`src/logic/video_pkg.sv`:
```
package video_pkg;

    // frame geometry, kept tiny for simulation
    localparam int frame_w        = 16;                        // pixels per line
    localparam int frame_h        = 4;                         // lines per frame
    localparam int pix_per_word   = 4;                         // 32-bit lanes per memory word
    localparam int words_per_line = frame_w / pix_per_word;
    localparam int frame_words    = words_per_line * frame_h;
    localparam int adr_w          = 4;                         // word address width

    // pixel buffering
    localparam int fifo_words     = 4;                         // fifo depth in words
    localparam int prefill_words  = 2;                         // words held before first pixel

    // counter widths
    localparam int pcol_w = 4;                                 // pixel column in a line
    localparam int wcol_w = 2;                                 // word column in a line
    localparam int row_w  = 2;                                 // line number

    typedef struct packed {
        logic [7:0] r;
        logic [7:0] g;
        logic [7:0] b;
    } pixel_t;

    // wishbone classic, master to slave
    typedef struct packed {
        logic             cyc;
        logic             stb;
        logic             we;
        logic [adr_w-1:0] adr;
        logic [127:0]     dat_w;
    } wb_req_t;

    // wishbone classic, slave to master
    typedef struct packed {
        logic         ack;
        logic [127:0] dat_r;
    } wb_rsp_t;

    // rectangle in word columns and lines
    typedef struct packed {
        logic [1:0] col0;
        logic [2:0] row0;
        logic [2:0] ncols;
        logic [2:0] nrows;
        pixel_t     color;
    } fill_cmd_t;

    typedef enum logic [1:0] {feed_idle, feed_fetch, feed_wait} feed_state_t;

    typedef enum logic [1:0] {fill_idle, fill_write, fill_wait, fill_next} fill_state_t;

    typedef enum logic [1:0] {grant_none, grant_feed, grant_fill} grant_t;

endpackage

```
`src/logic/fill_engine.sv`:
```
module fill_engine (
    input  logic                 cpu_clk_g,
    input  logic                 rst,
    input  video_pkg::fill_cmd_t cmd,
    input  logic                 cmd_valid,
    output logic                 cmd_ready,
    output video_pkg::wb_req_t   fill_req,
    input  video_pkg::wb_rsp_t   fill_rsp,
    output logic                 fill_done
);
    import video_pkg::*;

    fill_state_t       state;
    logic              done_q;
    pixel_t            color_q;
    logic [wcol_w-1:0] col0_q;              // left edge, reloaded each row
    logic [wcol_w-1:0] col_q;
    logic [row_w-1:0]  row_q;
    logic [wcol_w-1:0] last_col_q;
    logic [row_w-1:0]  last_row_q;
    logic [3:0]        col_end;             // unclipped inclusive ends
    logic [3:0]        row_end;
    logic [wcol_w-1:0] last_col;
    logic [row_w-1:0]  last_row;
    logic              cmd_empty;
    logic              accept;
    logic              last_word;

    // clip against the frame edges at capture
    always_comb begin
        col_end   = 4'(cmd.col0) + 4'(cmd.ncols) - 4'd1;
        row_end   = 4'(cmd.row0) + 4'(cmd.nrows) - 4'd1;
        cmd_empty = (cmd.ncols == 3'd0) || (cmd.nrows == 3'd0) ||
                    (4'(cmd.row0) >= 4'(frame_h));
        last_col  = (col_end > 4'(words_per_line - 1)) ? wcol_w'(words_per_line - 1)
                                                      : col_end[wcol_w-1:0];
        last_row  = (row_end > 4'(frame_h - 1)) ? row_w'(frame_h - 1)
                                                : row_end[row_w-1:0];
    end

    assign cmd_ready = (state == fill_idle);
    assign accept    = cmd_valid && cmd_ready;
    assign last_word = (col_q == last_col_q) && (row_q == last_row_q);

    always_ff @(posedge cpu_clk_g) begin
        if (rst) begin
            state  <= fill_idle;
            done_q <= 1'b0;
        end else begin
            done_q <= 1'b0;
            case (state)
                fill_idle: begin
                    if (accept) begin
                        if (cmd_empty) begin
                            done_q <= 1'b1;     // nothing to draw
                        end else begin
                            state <= fill_write;
                        end
                    end
                end
                fill_write: state <= fill_wait;   // request goes up
                fill_wait: begin
                    if (fill_rsp.ack) begin
                        if (last_word) begin
                            state  <= fill_idle;
                            done_q <= 1'b1;
                        end else begin
                            state <= fill_next;
                        end
                    end
                end
                fill_next: state <= fill_write;   // cyc low, bus free for one cycle
                default:   state <= fill_idle;
            endcase
        end
    end

    // rectangle payload and row-major walk
    always_ff @(posedge cpu_clk_g) begin
        if (accept) begin
            color_q    <= cmd.color;
            col0_q     <= cmd.col0;
            col_q      <= cmd.col0;
            row_q      <= cmd.row0[row_w-1:0];
            last_col_q <= last_col;
            last_row_q <= last_row;
        end else if (state == fill_next) begin
            if (col_q == last_col_q) begin
                col_q <= col0_q;
                row_q <= row_q + 1'b1;
            end else begin
                col_q <= col_q + 1'b1;
            end
        end
    end

    always_comb begin
        fill_req       = '0;
        fill_req.cyc   = (state == fill_write) || (state == fill_wait);
        fill_req.stb   = fill_req.cyc;
        fill_req.we    = 1'b1;
        fill_req.adr   = {row_q, col_q};                        // row * words_per_line + col
        fill_req.dat_w = {pix_per_word{8'h00, color_q}};        // same colour in every lane
    end

    assign fill_done = done_q;

    // bus was released before each write, so no ack can land in the first cycle
    no_early_ack: assert property (
        @(posedge cpu_clk_g) disable iff (rst)
        (state == fill_write) |-> !fill_rsp.ack
    );

endmodule

```
`src/logic/frame_mem.sv`:
```
module frame_mem (
    input  logic               cpu_clk_g,
    input  logic               rst,
    input  video_pkg::wb_req_t mem_req,
    output video_pkg::wb_rsp_t mem_rsp
);
    import video_pkg::*;

    logic [127:0] mem_q [frame_words];      // one word = four pixel lanes
    logic [127:0] dat_q;                    // registered read port
    logic         ack_q;
    logic         req_seen;

    assign req_seen = mem_req.cyc && mem_req.stb;

    // single ack per transfer and never two in a row
    always_ff @(posedge cpu_clk_g) begin
        if (rst) begin
            ack_q <= 1'b0;
        end else begin
            ack_q <= req_seen && !ack_q;
        end
    end

    // read sampled on the edge that raises ack so data lines up with it
    // write commits at the end of the ack cycle
    always_ff @(posedge cpu_clk_g) begin
        dat_q <= mem_q[mem_req.adr];
        if (ack_q && req_seen && mem_req.we) begin
            mem_q[mem_req.adr] <= mem_req.dat_w;
        end
    end

    always_comb begin
        mem_rsp.ack   = ack_q;
        mem_rsp.dat_r = dat_q;
    end

    // read port and write both need the request held until its ack
    req_held: assert property (
        @(posedge cpu_clk_g) disable iff (rst)
        req_seen && !ack_q |=> req_seen && $stable(mem_req.adr) && $stable(mem_req.we)
                               && $stable(mem_req.dat_w)
    );

endmodule

```
`src/logic/mem_arbiter.sv`:
```
module mem_arbiter (
    input  logic               cpu_clk_g,
    input  logic               rst,
    input  video_pkg::wb_req_t feed_req,
    output video_pkg::wb_rsp_t feed_rsp,
    input  video_pkg::wb_req_t fill_req,
    output video_pkg::wb_rsp_t fill_rsp,
    output video_pkg::wb_req_t mem_req,
    input  video_pkg::wb_rsp_t mem_rsp
);
    import video_pkg::*;

    grant_t grant;                          // current bus owner

    // owner keeps the bus until it lowers cyc
    always_ff @(posedge cpu_clk_g) begin
        if (rst) begin
            grant <= grant_none;
        end else begin
            case (grant)
                grant_none: begin
                    if (feed_req.cyc) begin
                        grant <= grant_feed;    // feeder wins a tie
                    end else if (fill_req.cyc) begin
                        grant <= grant_fill;
                    end
                end
                grant_feed: if (!feed_req.cyc) grant <= grant_none;
                grant_fill: if (!fill_req.cyc) grant <= grant_none;
                default:    grant <= grant_none;
            endcase
        end
    end

    // request mux with an idle bus when nobody owns it
    always_comb begin
        case (grant)
            grant_feed: mem_req = feed_req;
            grant_fill: mem_req = fill_req;
            default:    mem_req = '0;
        endcase
    end

    // ack steered to the owner only and read data fanned out to both
    always_comb begin
        feed_rsp.ack   = mem_rsp.ack && (grant == grant_feed);
        feed_rsp.dat_r = mem_rsp.dat_r;
        fill_rsp.ack   = mem_rsp.ack && (grant == grant_fill);
        fill_rsp.dat_r = mem_rsp.dat_r;
    end

    // an open transfer keeps its owner until the ack
    grant_held: assert property (
        @(posedge cpu_clk_g) disable iff (rst)
        mem_req.stb && !mem_rsp.ack |=> $stable(grant)
    );

    // memory ack must belong to the master that issued the request
    ack_to_owner: assert property (
        @(posedge cpu_clk_g) disable iff (rst)
        mem_rsp.ack |-> (grant != grant_none) && (grant == $past(grant))
    );

endmodule

```
`src/logic/pixel_feeder.sv`:
```
module pixel_feeder (
    input  logic               cpu_clk_g,
    input  logic               rst,
    input  logic               video_en,
    output video_pkg::wb_req_t feed_req,
    input  video_pkg::wb_rsp_t feed_rsp,
    output video_pkg::pixel_t  video,
    output logic               video_valid,
    input  logic               video_ready,
    output logic               frame_interrupt
);
    import video_pkg::*;

    feed_state_t       state;
    logic [adr_w-1:0]  addr_q;              // next word to fetch, raster order
    logic [pcol_w-1:0] col_q;               // pixel position of next transfer
    logic [row_w-1:0]  row_q;
    logic              started_q;           // prefill reached once
    logic              can_fetch;
    logic              fifo_wr;
    logic              xfer;
    logic              fifo_empty;
    logic [2:0]        word_count;
    logic              last_col;
    logic              last_row;

    // only checked with no read in flight
    assign can_fetch = video_en && (word_count < fifo_words);
    assign fifo_wr   = (state == feed_fetch) && feed_rsp.ack;

    always_ff @(posedge cpu_clk_g) begin
        if (rst) begin
            state  <= feed_idle;
            addr_q <= '0;
        end else begin
            case (state)
                feed_idle: if (can_fetch) state <= feed_fetch;
                feed_fetch: begin
                    if (feed_rsp.ack) begin
                        state  <= feed_wait;
                        addr_q <= (addr_q == adr_w'(frame_words - 1)) ? '0 : addr_q + 1'b1;
                    end
                end
                feed_wait: state <= can_fetch ? feed_fetch : feed_idle;
                default:   state <= feed_idle;
            endcase
        end
    end

    // stb drops after each ack, cyc stays only if another word fits
    always_comb begin
        feed_req       = '0;
        feed_req.cyc   = (state == feed_fetch) || ((state == feed_wait) && can_fetch);
        feed_req.stb   = (state == feed_fetch);
        feed_req.we    = 1'b0;                  // read only master
        feed_req.adr   = addr_q;
    end

    pixel_fifo fifo_i (
        .cpu_clk_g  (cpu_clk_g),
        .rst        (rst),
        .wr_en      (fifo_wr),
        .din        (feed_rsp.dat_r),
        .rd_en      (xfer),
        .dout       (video),
        .empty      (fifo_empty),
        .word_count (word_count)
    );

    always_ff @(posedge cpu_clk_g) begin
        if (rst) begin
            started_q <= 1'b0;
        end else if (video_en && (word_count >= prefill_words)) begin
            started_q <= 1'b1;
        end
    end

    assign video_valid = started_q && !fifo_empty;  // independent of ready
    assign xfer        = video_valid && video_ready;

    assign last_col = (col_q == pcol_w'(frame_w - 1));
    assign last_row = (row_q == row_w'(frame_h - 1));

    // raster position of the pixel at the fifo head
    always_ff @(posedge cpu_clk_g) begin
        if (rst) begin
            col_q <= '0;
            row_q <= '0;
        end else if (xfer) begin
            col_q <= last_col ? '0 : col_q + 1'b1;
            if (last_col) begin
                row_q <= last_row ? '0 : row_q + 1'b1;
            end
        end
    end

    assign frame_interrupt = xfer && last_col && last_row;   // pixel 63 leaving

    // a stalled pixel stays put until taken
    hold_under_stall: assert property (
        @(posedge cpu_clk_g) disable iff (rst)
        video_valid && !video_ready |=> video_valid && $stable(video)
    );

endmodule

```
`src/logic/pixel_fifo.sv`:
```
module pixel_fifo (
    input  logic              cpu_clk_g,
    input  logic              rst,
    input  logic              wr_en,
    input  logic [127:0]      din,
    input  logic              rd_en,
    output video_pkg::pixel_t dout,
    output logic              empty,
    output logic [2:0]        word_count
);
    import video_pkg::*;

    logic [127:0]                    buf_q [fifo_words];
    logic [$clog2(fifo_words)-1:0]   wr_ptr;
    logic [$clog2(fifo_words)-1:0]   rd_ptr;
    logic [$clog2(pix_per_word)-1:0] lane;          // next pixel within head word
    logic [2:0]                      count;
    logic                            rd;
    logic                            pop;

    assign empty      = (count == 3'd0);
    assign word_count = count;                      // partly read head still counts
    assign rd         = rd_en && !empty;
    assign pop        = rd && (lane == ($clog2(pix_per_word))'(pix_per_word - 1));

    // lowest lane first, top byte of each lane dropped
    assign dout = buf_q[rd_ptr][32 * lane +: 24];

    always_ff @(posedge cpu_clk_g) begin
        if (wr_en) begin
            buf_q[wr_ptr] <= din;
        end
    end

    always_ff @(posedge cpu_clk_g) begin
        if (rst) begin
            wr_ptr <= '0;
            rd_ptr <= '0;
            lane   <= '0;
            count  <= 3'd0;
        end else begin
            if (wr_en) begin
                wr_ptr <= wr_ptr + 1'b1;
            end
            if (rd) begin
                lane <= lane + 1'b1;                // wraps back to lane 0 on pop
            end
            if (pop) begin
                rd_ptr <= rd_ptr + 1'b1;
            end
            count <= count + 3'(wr_en) - 3'(pop);
        end
    end

    // feeder flow control must keep one slot free per fetch
    no_overflow: assert property (
        @(posedge cpu_clk_g) disable iff (rst)
        wr_en |-> word_count < fifo_words
    );

endmodule

```
`src/logic/video_subsys.sv`:
```
module video_subsys (
    input  logic                 cpu_clk_g,
    input  logic                 rst,
    input  logic                 video_en,
    input  video_pkg::fill_cmd_t cmd,
    input  logic                 cmd_valid,
    output logic                 cmd_ready,
    output logic                 fill_done,
    output video_pkg::pixel_t    video,
    output logic                 video_valid,
    input  logic                 video_ready,
    output logic                 frame_interrupt
);
    import video_pkg::*;

    wb_req_t feed_req;                      // feeder, bus priority
    wb_rsp_t feed_rsp;
    wb_req_t fill_req;                      // fill engine
    wb_rsp_t fill_rsp;
    wb_req_t mem_req;                       // arbiter to frame memory
    wb_rsp_t mem_rsp;

    pixel_feeder feeder_i (
        .cpu_clk_g       (cpu_clk_g),
        .rst             (rst),
        .video_en        (video_en),
        .feed_req        (feed_req),
        .feed_rsp        (feed_rsp),
        .video           (video),
        .video_valid     (video_valid),
        .video_ready     (video_ready),
        .frame_interrupt (frame_interrupt)
    );

    fill_engine fill_i (
        .cpu_clk_g (cpu_clk_g),
        .rst       (rst),
        .cmd       (cmd),
        .cmd_valid (cmd_valid),
        .cmd_ready (cmd_ready),
        .fill_req  (fill_req),
        .fill_rsp  (fill_rsp),
        .fill_done (fill_done)
    );

    mem_arbiter arb_i (
        .cpu_clk_g (cpu_clk_g),
        .rst       (rst),
        .feed_req  (feed_req),
        .feed_rsp  (feed_rsp),
        .fill_req  (fill_req),
        .fill_rsp  (fill_rsp),
        .mem_req   (mem_req),
        .mem_rsp   (mem_rsp)
    );

    frame_mem mem_i (
        .cpu_clk_g (cpu_clk_g),
        .rst       (rst),
        .mem_req   (mem_req),
        .mem_rsp   (mem_rsp)
    );

endmodule

```
`config.mk`:
```
export PLATFORM = sky130hd
export DESIGN_NAME = video_subsys
export DESIGN_NICKNAME = d
export VERILOG_FILES = /design/src/logic/video_pkg.sv /design/src/logic/fill_engine.sv /design/src/logic/frame_mem.sv /design/src/logic/mem_arbiter.sv /design/src/logic/pixel_feeder.sv /design/src/logic/pixel_fifo.sv /design/src/logic/video_subsys.sv
export SDC_FILE = /design/constraint.sdc
export NUM_CORES = 1
export LEC_CHECK = 0
export BUFFER_PORTS_ARGS = -buffer_cell sky130_fd_sc_hd__buf_2
export CELL_PAD_IN_SITES_DETAIL_PLACEMENT = 0
export CELL_PAD_IN_SITES_GLOBAL_PLACEMENT = 1
export CORE_AREA = 4 4 195 339
export CTS_CLUSTER_DIAMETER = 120
export DETAILED_ROUTE_END_ITERATION = 7
export DIE_AREA = 0 0 199 343
export PLACE_DENSITY_LB_ADDON = 0.1
export SLEW_MARGIN = 10
export SYNTH_ARGS = -nofsm -noshare
export SYNTH_HDL_FRONTEND = slang
export SYNTH_SLANG_ARGS = --single-unit
export TNS_END_PERCENT = 10
```
`constraint.sdc`:
```
create_clock -name cpu_clk_g -period 3 [get_ports cpu_clk_g]
set_input_delay 0.3 -clock cpu_clk_g [delete_from_list [all_inputs] [get_ports cpu_clk_g]]
set_output_delay 0.3 -clock cpu_clk_g [all_outputs]
set_load 0.05 [all_outputs]
```
==> results of run 1 <==
-- cell usage in the layout (no fill, tap or decap), types with 7 or more instances in the layout --
cell,synthesis,layout
a2111oi_0,13,13
clkbuf_16,0,54
nand2_1,150,150
o21ai_0,17,17
mux2_2,7,7
buf_4,2,70
dfxtp_1,54,53
buf_2,39,67
o21a_1,24,24
nor2_4,0,15
o221ai_1,19,19
o2111ai_1,8,8
a222oi_1,23,23
inv_1,33,33
nand2b_1,19,19
mux2i_1,42,42
buf_12,0,23
nor2_1,42,25
nor3_1,48,48
clkinv_2,0,17
mux4_2,24,24
dlygate4sd3_1,0,27
a21oi_1,52,51
a211oi_1,19,19
clkinv_1,1,7
clkbuf_1,39,10
edfxtp_1,514,514
a31oi_1,20,20
xor2_1,10,10
nand3_1,32,31
and3_1,27,27
ha_1,26,26
xnor2_1,7,7
-- sequential cells by signal, summed over array words and instances, names as in the netlist, 3 cells and up, named ones only --
name                        count
feeder_i.col_q                  4
feeder_i.addr_q                 4
fill_i.fill_req                24
mem_i.mem_q                   384
mem_i.dat_q                    24
feeder_i.fifo_i.buf_q          96
feeder_i.fifo_i.word_count      3
-- worst register-to-register path: stages, from the launching register on --
cell       delay (ns)
dfxtp_1          0.35
inv_1            0.08
ha_1             0.38
a22oi_4          0.22
buf_12           0.18
buf_12           0.25
mux2_2           0.40
a222oi_1         0.38
or2_1            0.17
o2111ai_1        0.18
-- Yosys cell counts (26+ instances only) --
library cell  number
a21oi_1           52
and3_1            27
buf_2             39
clkbuf_1          39
dfxtp_1           54
edfxtp_1         514
ha_1              26
inv_1             33
mux2i_1           42
nand2_1          150
nand3_1           32
nor2_1            42
nor3_1            48
-- routing by layer --
| layer | track usage | vias to the layer above | part of all wire |
|---|---|---|---|
| li1 | - | 5704 | - |
| met1 | 0.211 | 6406 | 0.40 |
| met2 | 0.330 | 262 | 0.55 |
| met3 | 0.0199 | 61 | 0.035 |
| met4 | 0.0435 | 0 | 0.021 |
| met5 | 0 | - | 0 |
-- stage by stage --
step / utilization / TNS, ns
detailed placement: 0.381 / 0
global route: 0.412 / 0
CTS: 0.412 / 0
global placement: 0.381 / 0
floorplan: - / -72.95
finish: 0.412 / 0
-- kinds of logic (layout without fill, tap and decap cells) --
group	count (synthesis)	count (layout)
adder cells (fa/ha/maj)	29	29
buffers and inverters	120	320
AO/OA/AOI/OAI	234	234
flip-flops	568	568
AND/OR/NAND/NOR	348	348
multiplexers	73	73
XOR/XNOR	17	17
-- worst max path at each step --
stage	from	end	slack, ns	cells past startpoint
floorplan	arb_i.grant[0]	mem_i.mem_q[11][100]	-0.23	9
detailed placement	arb_i.grant[0]	mem_i.dat_q[105]	0.22	7
CTS	arb_i.grant[0]	mem_i.dat_q[105]	0.22	7
global placement	arb_i.grant[0]	mem_i.dat_q[98]	0.21	9
finish	arb_i.grant[0]	mem_i.dat_q[98]	0.26	9
global route	arb_i.grant[0]	mem_i.dat_q[112]	0.09	8
-- power by group --
| part | switching [mW] | internal, mW |
|---|---|---|
| sequential | 0.0980 | 8.73 |
| combinational | 0.810 | 0.395 |
| clock | 2.94 | 3.71 |
| total | 3.85 | 12.8 |
-- area by class of cell --
cell class | count | area, um2 | area share
clock buffers | 70 | 1470 | 0.0565
clock inverters | 29 | 230 | 0.00884
inverters | 34 | 128 | 0.00490
multi-input cells | 701 | 5080 | 0.195
flip-flops and latches | 568 | 16500 | 0.635
well taps | 806 | 1010 | 0.0387
repair buffers | 187 | 1590 | 0.0611
-- timing repair --
| action | CTS | global route |
|---|---|---|
| hold buffers | 27 | 0 |
| endpoints found under the hold margin | 27 | 0 |
| buffers inserted | 0 | 0 |
==> flow_metrics.py, run 1 <==
metrics = {
    "status": {
        "status": "completed",
    },
    "detailed_routing": {
        "drcViolationCount": 0,
        "via_count": 12400,
        "firstDrtPassIters": 5,
        "vias_per_cell": 5.19,
        "drt-total-wl_um": 59500,
        "drtIter0Drc": 838,
        "postRouteAntennaNets": 0,
        "routedWlPerCell_um": 24.8,
    },
    "yosys": {
        "synth_seq_cells": 568,
        "synthAdderAreaFrac": 0.0175,
        "yosys.area_share.simple": 0.0735,
        "syn_inst": 1389,
        "ys.warnings.count": 0,
        "synth_async_sr_flop_share": 0,
        "synth_top_area_share": 0.702,
        "yosysTopAreaCell": "edfxtp_1",
        "synth_fp_nets": 1458,
        "synth_cell_types": 59,
        "synthXorXnorAreaFrac": 0.00677,
        "muxShareOfSynthArea": 0.0473,
        "synth_edf_count": 514,
        "mappedNetlistArea_um2": 22000,
        "synth-seq-area-share": 0.751,
        "synth_compound_area_frac": 0.0795,
        "synth_top_family_by_area": "compound AO/OA/AOI/OAI gates",
        "avgSynthCellArea_um2": 15.8,
        "ys.flop_type": "edfxtp_1",
        "synth_area_leaders": "edfxtp_1, dfxtp_1, nand2_1, mux4_2, mux2i_1",
    },
    "clock_tree": {
        "path_clk_slew_ns": 0.06,
        "cts_resized": 0,
        "clock_path_buffers": 3,
        "cts_max_level": 2,
        "clk_latency_ns": 0.60,
        "cts_root_buffer": "clkbuf_16",
        "cts_sinks": 568,
        "cts_tree": "built",
        "numCtsBuffers": 53,
    },
    "place": {
        "placed_area_um2": 24100,
        "dp.final_hpwl_um": 39200,
        "placedCellCount": 2269,
        "routabilityCongestion": 0.770,
        "post-place-ws_ns": 0.221,
        "portBuffers": 67,
    },
    "die": {
        "core_area_um2": 63200,
        "num_rows": 122,
        "initial_core_util": 0.348,
        "io_pins": 68,
        "die_w_um": 199,
        "die_h_um": 343,
        "die-area_um2": 68300,
    },
    "setup_path": {
        "worst-path-max-fanout": 33,
        "cp_num_buf_inv": 3,
        "reg2reg_slack_ns": 0.26,
        "cp_slowest_stage_delay_ns": 0.38,
        "worstSetupPathType": "flop to flop",
        "end_kind": "flop",
        "critPathRequiredTime_ns": 3.42,
        "path_delay_family": "compound AO/OA/AOI/OAI gates",
        "crit_chain": "inv_1, ha_1, a22oi_4, buf_12, buf_12, mux2_2, a222oi_1, or2_1, o2111ai_1",
        "r2r-end": "mem_i.dat_q[98]",
        "crit_arrival_ns": 3.16,
        "r2r_cells": 9,
        "crit_slowest_cell": "ha_1",
        "critPathLaunchType": "flop",
        "cpMostUsedCell": "buf_12",
        "r2r_start": "arb_i.grant[0]",
    },
    "timing": {
        "clock_skew_ns": 0.0175,
        "holdWs_ns": 0.0693,
        "tightestPinTransition_ns": 0.812,
        "maxSlewHeadroom": 0.458,
        "finalCritPeriodShare": 0.914,
        "rsz0062_at_grt": "no",
        "post-route-min-period_ns": 2.74,
        "report.final.slew_viol_count": 0,
        "setup_viol": 0,
        "hold_viol": 0,
        "fmax_mhz": 365,
        "setup_ws_ns": 0.259,
    },
    "power_and_ir_drop": {
        "max-vdd-ir-drop_uv": 448,
        "p_total_mw": 16.7,
        "p_per_area_nw_per_um2": 641,
        "p_leak_nw": 8.17,
    },
    "grt": {
        "grt_pass1_wl_um": 87600,
        "grt.total_usage": 0.175,
        "grt_max_degree": 53,
        "gr-total-overflow": 0,
        "antenna_found_initial": 1,
        "first_global_vias": 13100,
    },
    "min_path": {
        "hold_depth": 3,
        "holdPathEnd": "fill_i.fill_done",
        "hold_class": "input port to flop",
        "hp-start": "cmd[32]",
    },
    "cells_and_area": {
        "finalNonFillerCells": 2395,
        "antennaDiodeCount": 0,
        "num-fill-cells": 5861,
        "num-nets-final": 1614,
        "fin_area_um2": 26000,
        "area_growth_pct": 18.4,
        "drive_gt1_frac": 0.194,
    },
    "run": {
        "max_cap_violations": 0,
    },
}
Note: power is estimated with default switching activity, not from simulation.
==> run 2, diff against run 1 <==
--- a/config.mk
+++ b/config.mk
@@ -5,7 +5,7 @@
 export SDC_FILE = /design/constraint.sdc
 export NUM_CORES = 1
 export LEC_CHECK = 0
-export BUFFER_PORTS_ARGS = -buffer_cell sky130_fd_sc_hd__buf_2
+export BUFFER_PORTS_ARGS = -buffer_cell sky130_fd_sc_hd__buf_4
 export CELL_PAD_IN_SITES_DETAIL_PLACEMENT = 0
 export CELL_PAD_IN_SITES_GLOBAL_PLACEMENT = 1
 export CORE_AREA = 4 4 195 339
==> run 2 against run 1 <==
Via count is 0.47% lower. Routed wire length rose by 1.3%. Die area unchanged. Worst setup slack lost 0.078 ns. Maximum frequency is 2.8% lower.
==> flow_metrics.py, run 2 (synthesis gave the netlist of run 1 again) <==
metrics = {
    "detailed_routing": {
        "routedWlPerCell_um": 25.2,
        "via_count": 12400,
        "postRouteAntennaNets": 0,
        "vias_per_cell": 5.18,
        "drt-total-wl_um": 60200,
        "drcViolationCount": 0,
        "firstDrtPassIters": 5,
        "drtIter0Drc": 737,
    },
    "cells_and_area": {
        "most-common-layout-cells": "edfxtp_1, nand2_1, buf_4, clkbuf_16, dfxtp_1",
        "reg_top3": "mem_i.mem_q (384), feeder_i.fifo_i.buf_q (96)",
        "largest_register": "mem_i.mem_q",
        "num-fill-cells": 5822,
        "area_growth_pct": 19.4,
        "largest_reg_flops": 384,
        "fin_area_um2": 26200,
        "final_common_cell": "edfxtp_1",
        "drive_gt1_frac": 0.193,
        "num-nets-final": 1609,
    },
    "grt": {
        "grt_max_degree": 48,
        "gr-total-overflow": 0,
        "first_global_vias": 13300,
        "grt.total_usage": 0.177,
        "grt_pass1_wl_um": 88900,
        "antenna_found_initial": 0,
    },
    "power_and_ir_drop": {
        "p_leak_nw": 8.24,
        "p_total_mw": 17.1,
        "p_per_area_nw_per_um2": 652,
        "max-vdd-ir-drop_uv": 455,
    },
    "timing": {
        "fmax_mhz": 355,
        "maxSlewHeadroom": 0.509,
        "rsz0062_at_grt": "no",
        "clock_skew_ns": 0.0214,
        "holdWs_ns": 0.0622,
        "hold_viol": 0,
        "setup_tns_ns": 0,
        "tightestPinTransition_ns": 0.737,
        "setup_viol": 0,
        "finalCritPeriodShare": 0.940,
        "setup_ws_ns": 0.181,
        "post-route-min-period_ns": 2.82,
        "report.final.slew_viol_count": 0,
    },
    "min_path": {
        "hold_class": "input port to flop",
        "hp-start": "cmd[30]",
        "holdPathEnd": "fill_i.row_q[0]",
        "hold_depth": 3,
    },
    "setup_path": {
        "r2r_cells": 8,
        "crit_slowest_cell": "ha_1",
        "worstSetupPathType": "flop to flop",
        "path_delay_family": "simple AND/OR/NAND/NOR gates",
        "r2r-end": "mem_i.mem_q[6][109]",
        "r2r_start": "arb_i.grant[0]",
        "end_kind": "flop",
        "cp_num_buf_inv": 4,
        "cp_slowest_stage_delay_ns": 0.39,
        "critPathLaunchType": "flop",
        "reg2reg_slack_ns": 0.18,
        "crit_chain": "inv_1, ha_1, clkinv_1, nor3_1, buf_4, nand3_1, nor2_4, buf_4",
        "worst-path-max-fanout": 12,
        "critPathRequiredTime_ns": 3.28,
        "cpMostUsedCell": "buf_4",
        "crit_arrival_ns": 3.10,
    },
    "clock_tree": {
        "cts_sinks": 568,
        "post_cts_buffers": 0,
        "cts_max_level": 2,
        "clk_latency_ns": 0.60,
        "clock_path_buffers": 3,
        "numCtsBuffers": 52,
        "path_clk_slew_ns": 0.07,
        "cts_root_buffer": "clkbuf_16",
        "cts_tree": "built",
    },
    "die": {
        "die_w_um": 199,
        "die_h_um": 343,
        "die-area_um2": 68300,
        "initial_core_util": 0.348,
        "core_area_um2": 63200,
        "num_rows": 122,
        "io_pins": 68,
    },
    "run": {
        "max_cap_violations": 0,
    },
    "place": {
        "placed_area_um2": 24100,
        "dp.final_hpwl_um": 39300,
        "post-place-ws_ns": 0.0565,
        "portBuffers": 67,
        "routabilityCongestion": 0.783,
    },
    "status": {
        "status": "completed",
    },
}
run 2: per-stage QoR:
step / std cells / utilization
6_report: 2391 / 0.415
5_1_grt: 2390 / 0.415
4_1_cts: 2390 / 0.415
3_5_place_dp: 2264 / 0.382
3_3_place_gp: 2264 / 0.382
2_1_floorplan: 1389 / -
run 2: how the worst max path moves through the flow:
stage | startpoint | end | slack (ns) | cells past startpoint
3_3_place_gp | arb_i.grant[0] | mem_i.dat_q[104] | 0.007 | 10
3_5_place_dp | arb_i.grant[0] | mem_i.dat_q[104] | 0.06 | 10
2_1_floorplan | arb_i.grant[0] | mem_i.mem_q[11][100] | -0.23 | 9
5_1_grt | arb_i.grant[1] | mem_i.mem_q[15][101] | 0.08 | 8
4_1_cts | arb_i.grant[0] | mem_i.dat_q[104] | 0.03 | 10
6_report | arb_i.grant[0] | mem_i.mem_q[6][109] | 0.18 | 8
run 2: final cells by class:
class / instances / area (um2) / area share
Timing Repair Buffer: 183 / 1680 / 0.0641
Antenna cell: 1 / 2.50 / 0.0000953
Multi-Input combinational cell: 701 / 5080 / 0.194
Sequential cell: 568 / 16500 / 0.629
Tap cell: 806 / 1010 / 0.0384
Clock inverter: 27 / 320 / 0.0122
Clock buffer: 71 / 1510 / 0.0574
Inverter: 34 / 128 / 0.00486
run 2: routing by layer:
| layer | routed length (um) | vias to the layer above | track usage |
|---|---|---|---|
| met2 | 33200 | 288 | 0.335 |
| met3 | 2010 | 90 | 0.0195 |
| li1 | - | 5688 | - |
| met1 | 23300 | 6309 | 0.207 |
| met5 | 0 | - | 0 |
| met4 | 1660 | 0 | 0.0549 |
run 2: what timing repair did:
action                                  in CTS  in global routing
endpoints found under the setup margin       0                  3
resized for setup                            0                  3
endpoints found under the hold margin       29                  0
hold buffers                                28                  0
run 2: power by group:
| group | switching (mW) | internal, mW |
|---|---|---|
| Clock | 2.97 | 4.12 |
| Sequential | 0.100 | 8.73 |
| Combinational | 0.808 | 0.395 |
| Total | 3.87 | 13.2 |
run 2: worst reg2reg max path, cell delays in order (launching register included):
cell and delay, ns:
dfxtp_1 0.37, inv_1 0.09, ha_1 0.39, clkinv_1 0.30, nor3_1 0.33, buf_4 0.18, nand3_1 0.34, nor2_4 0.22
buf_4 0.28
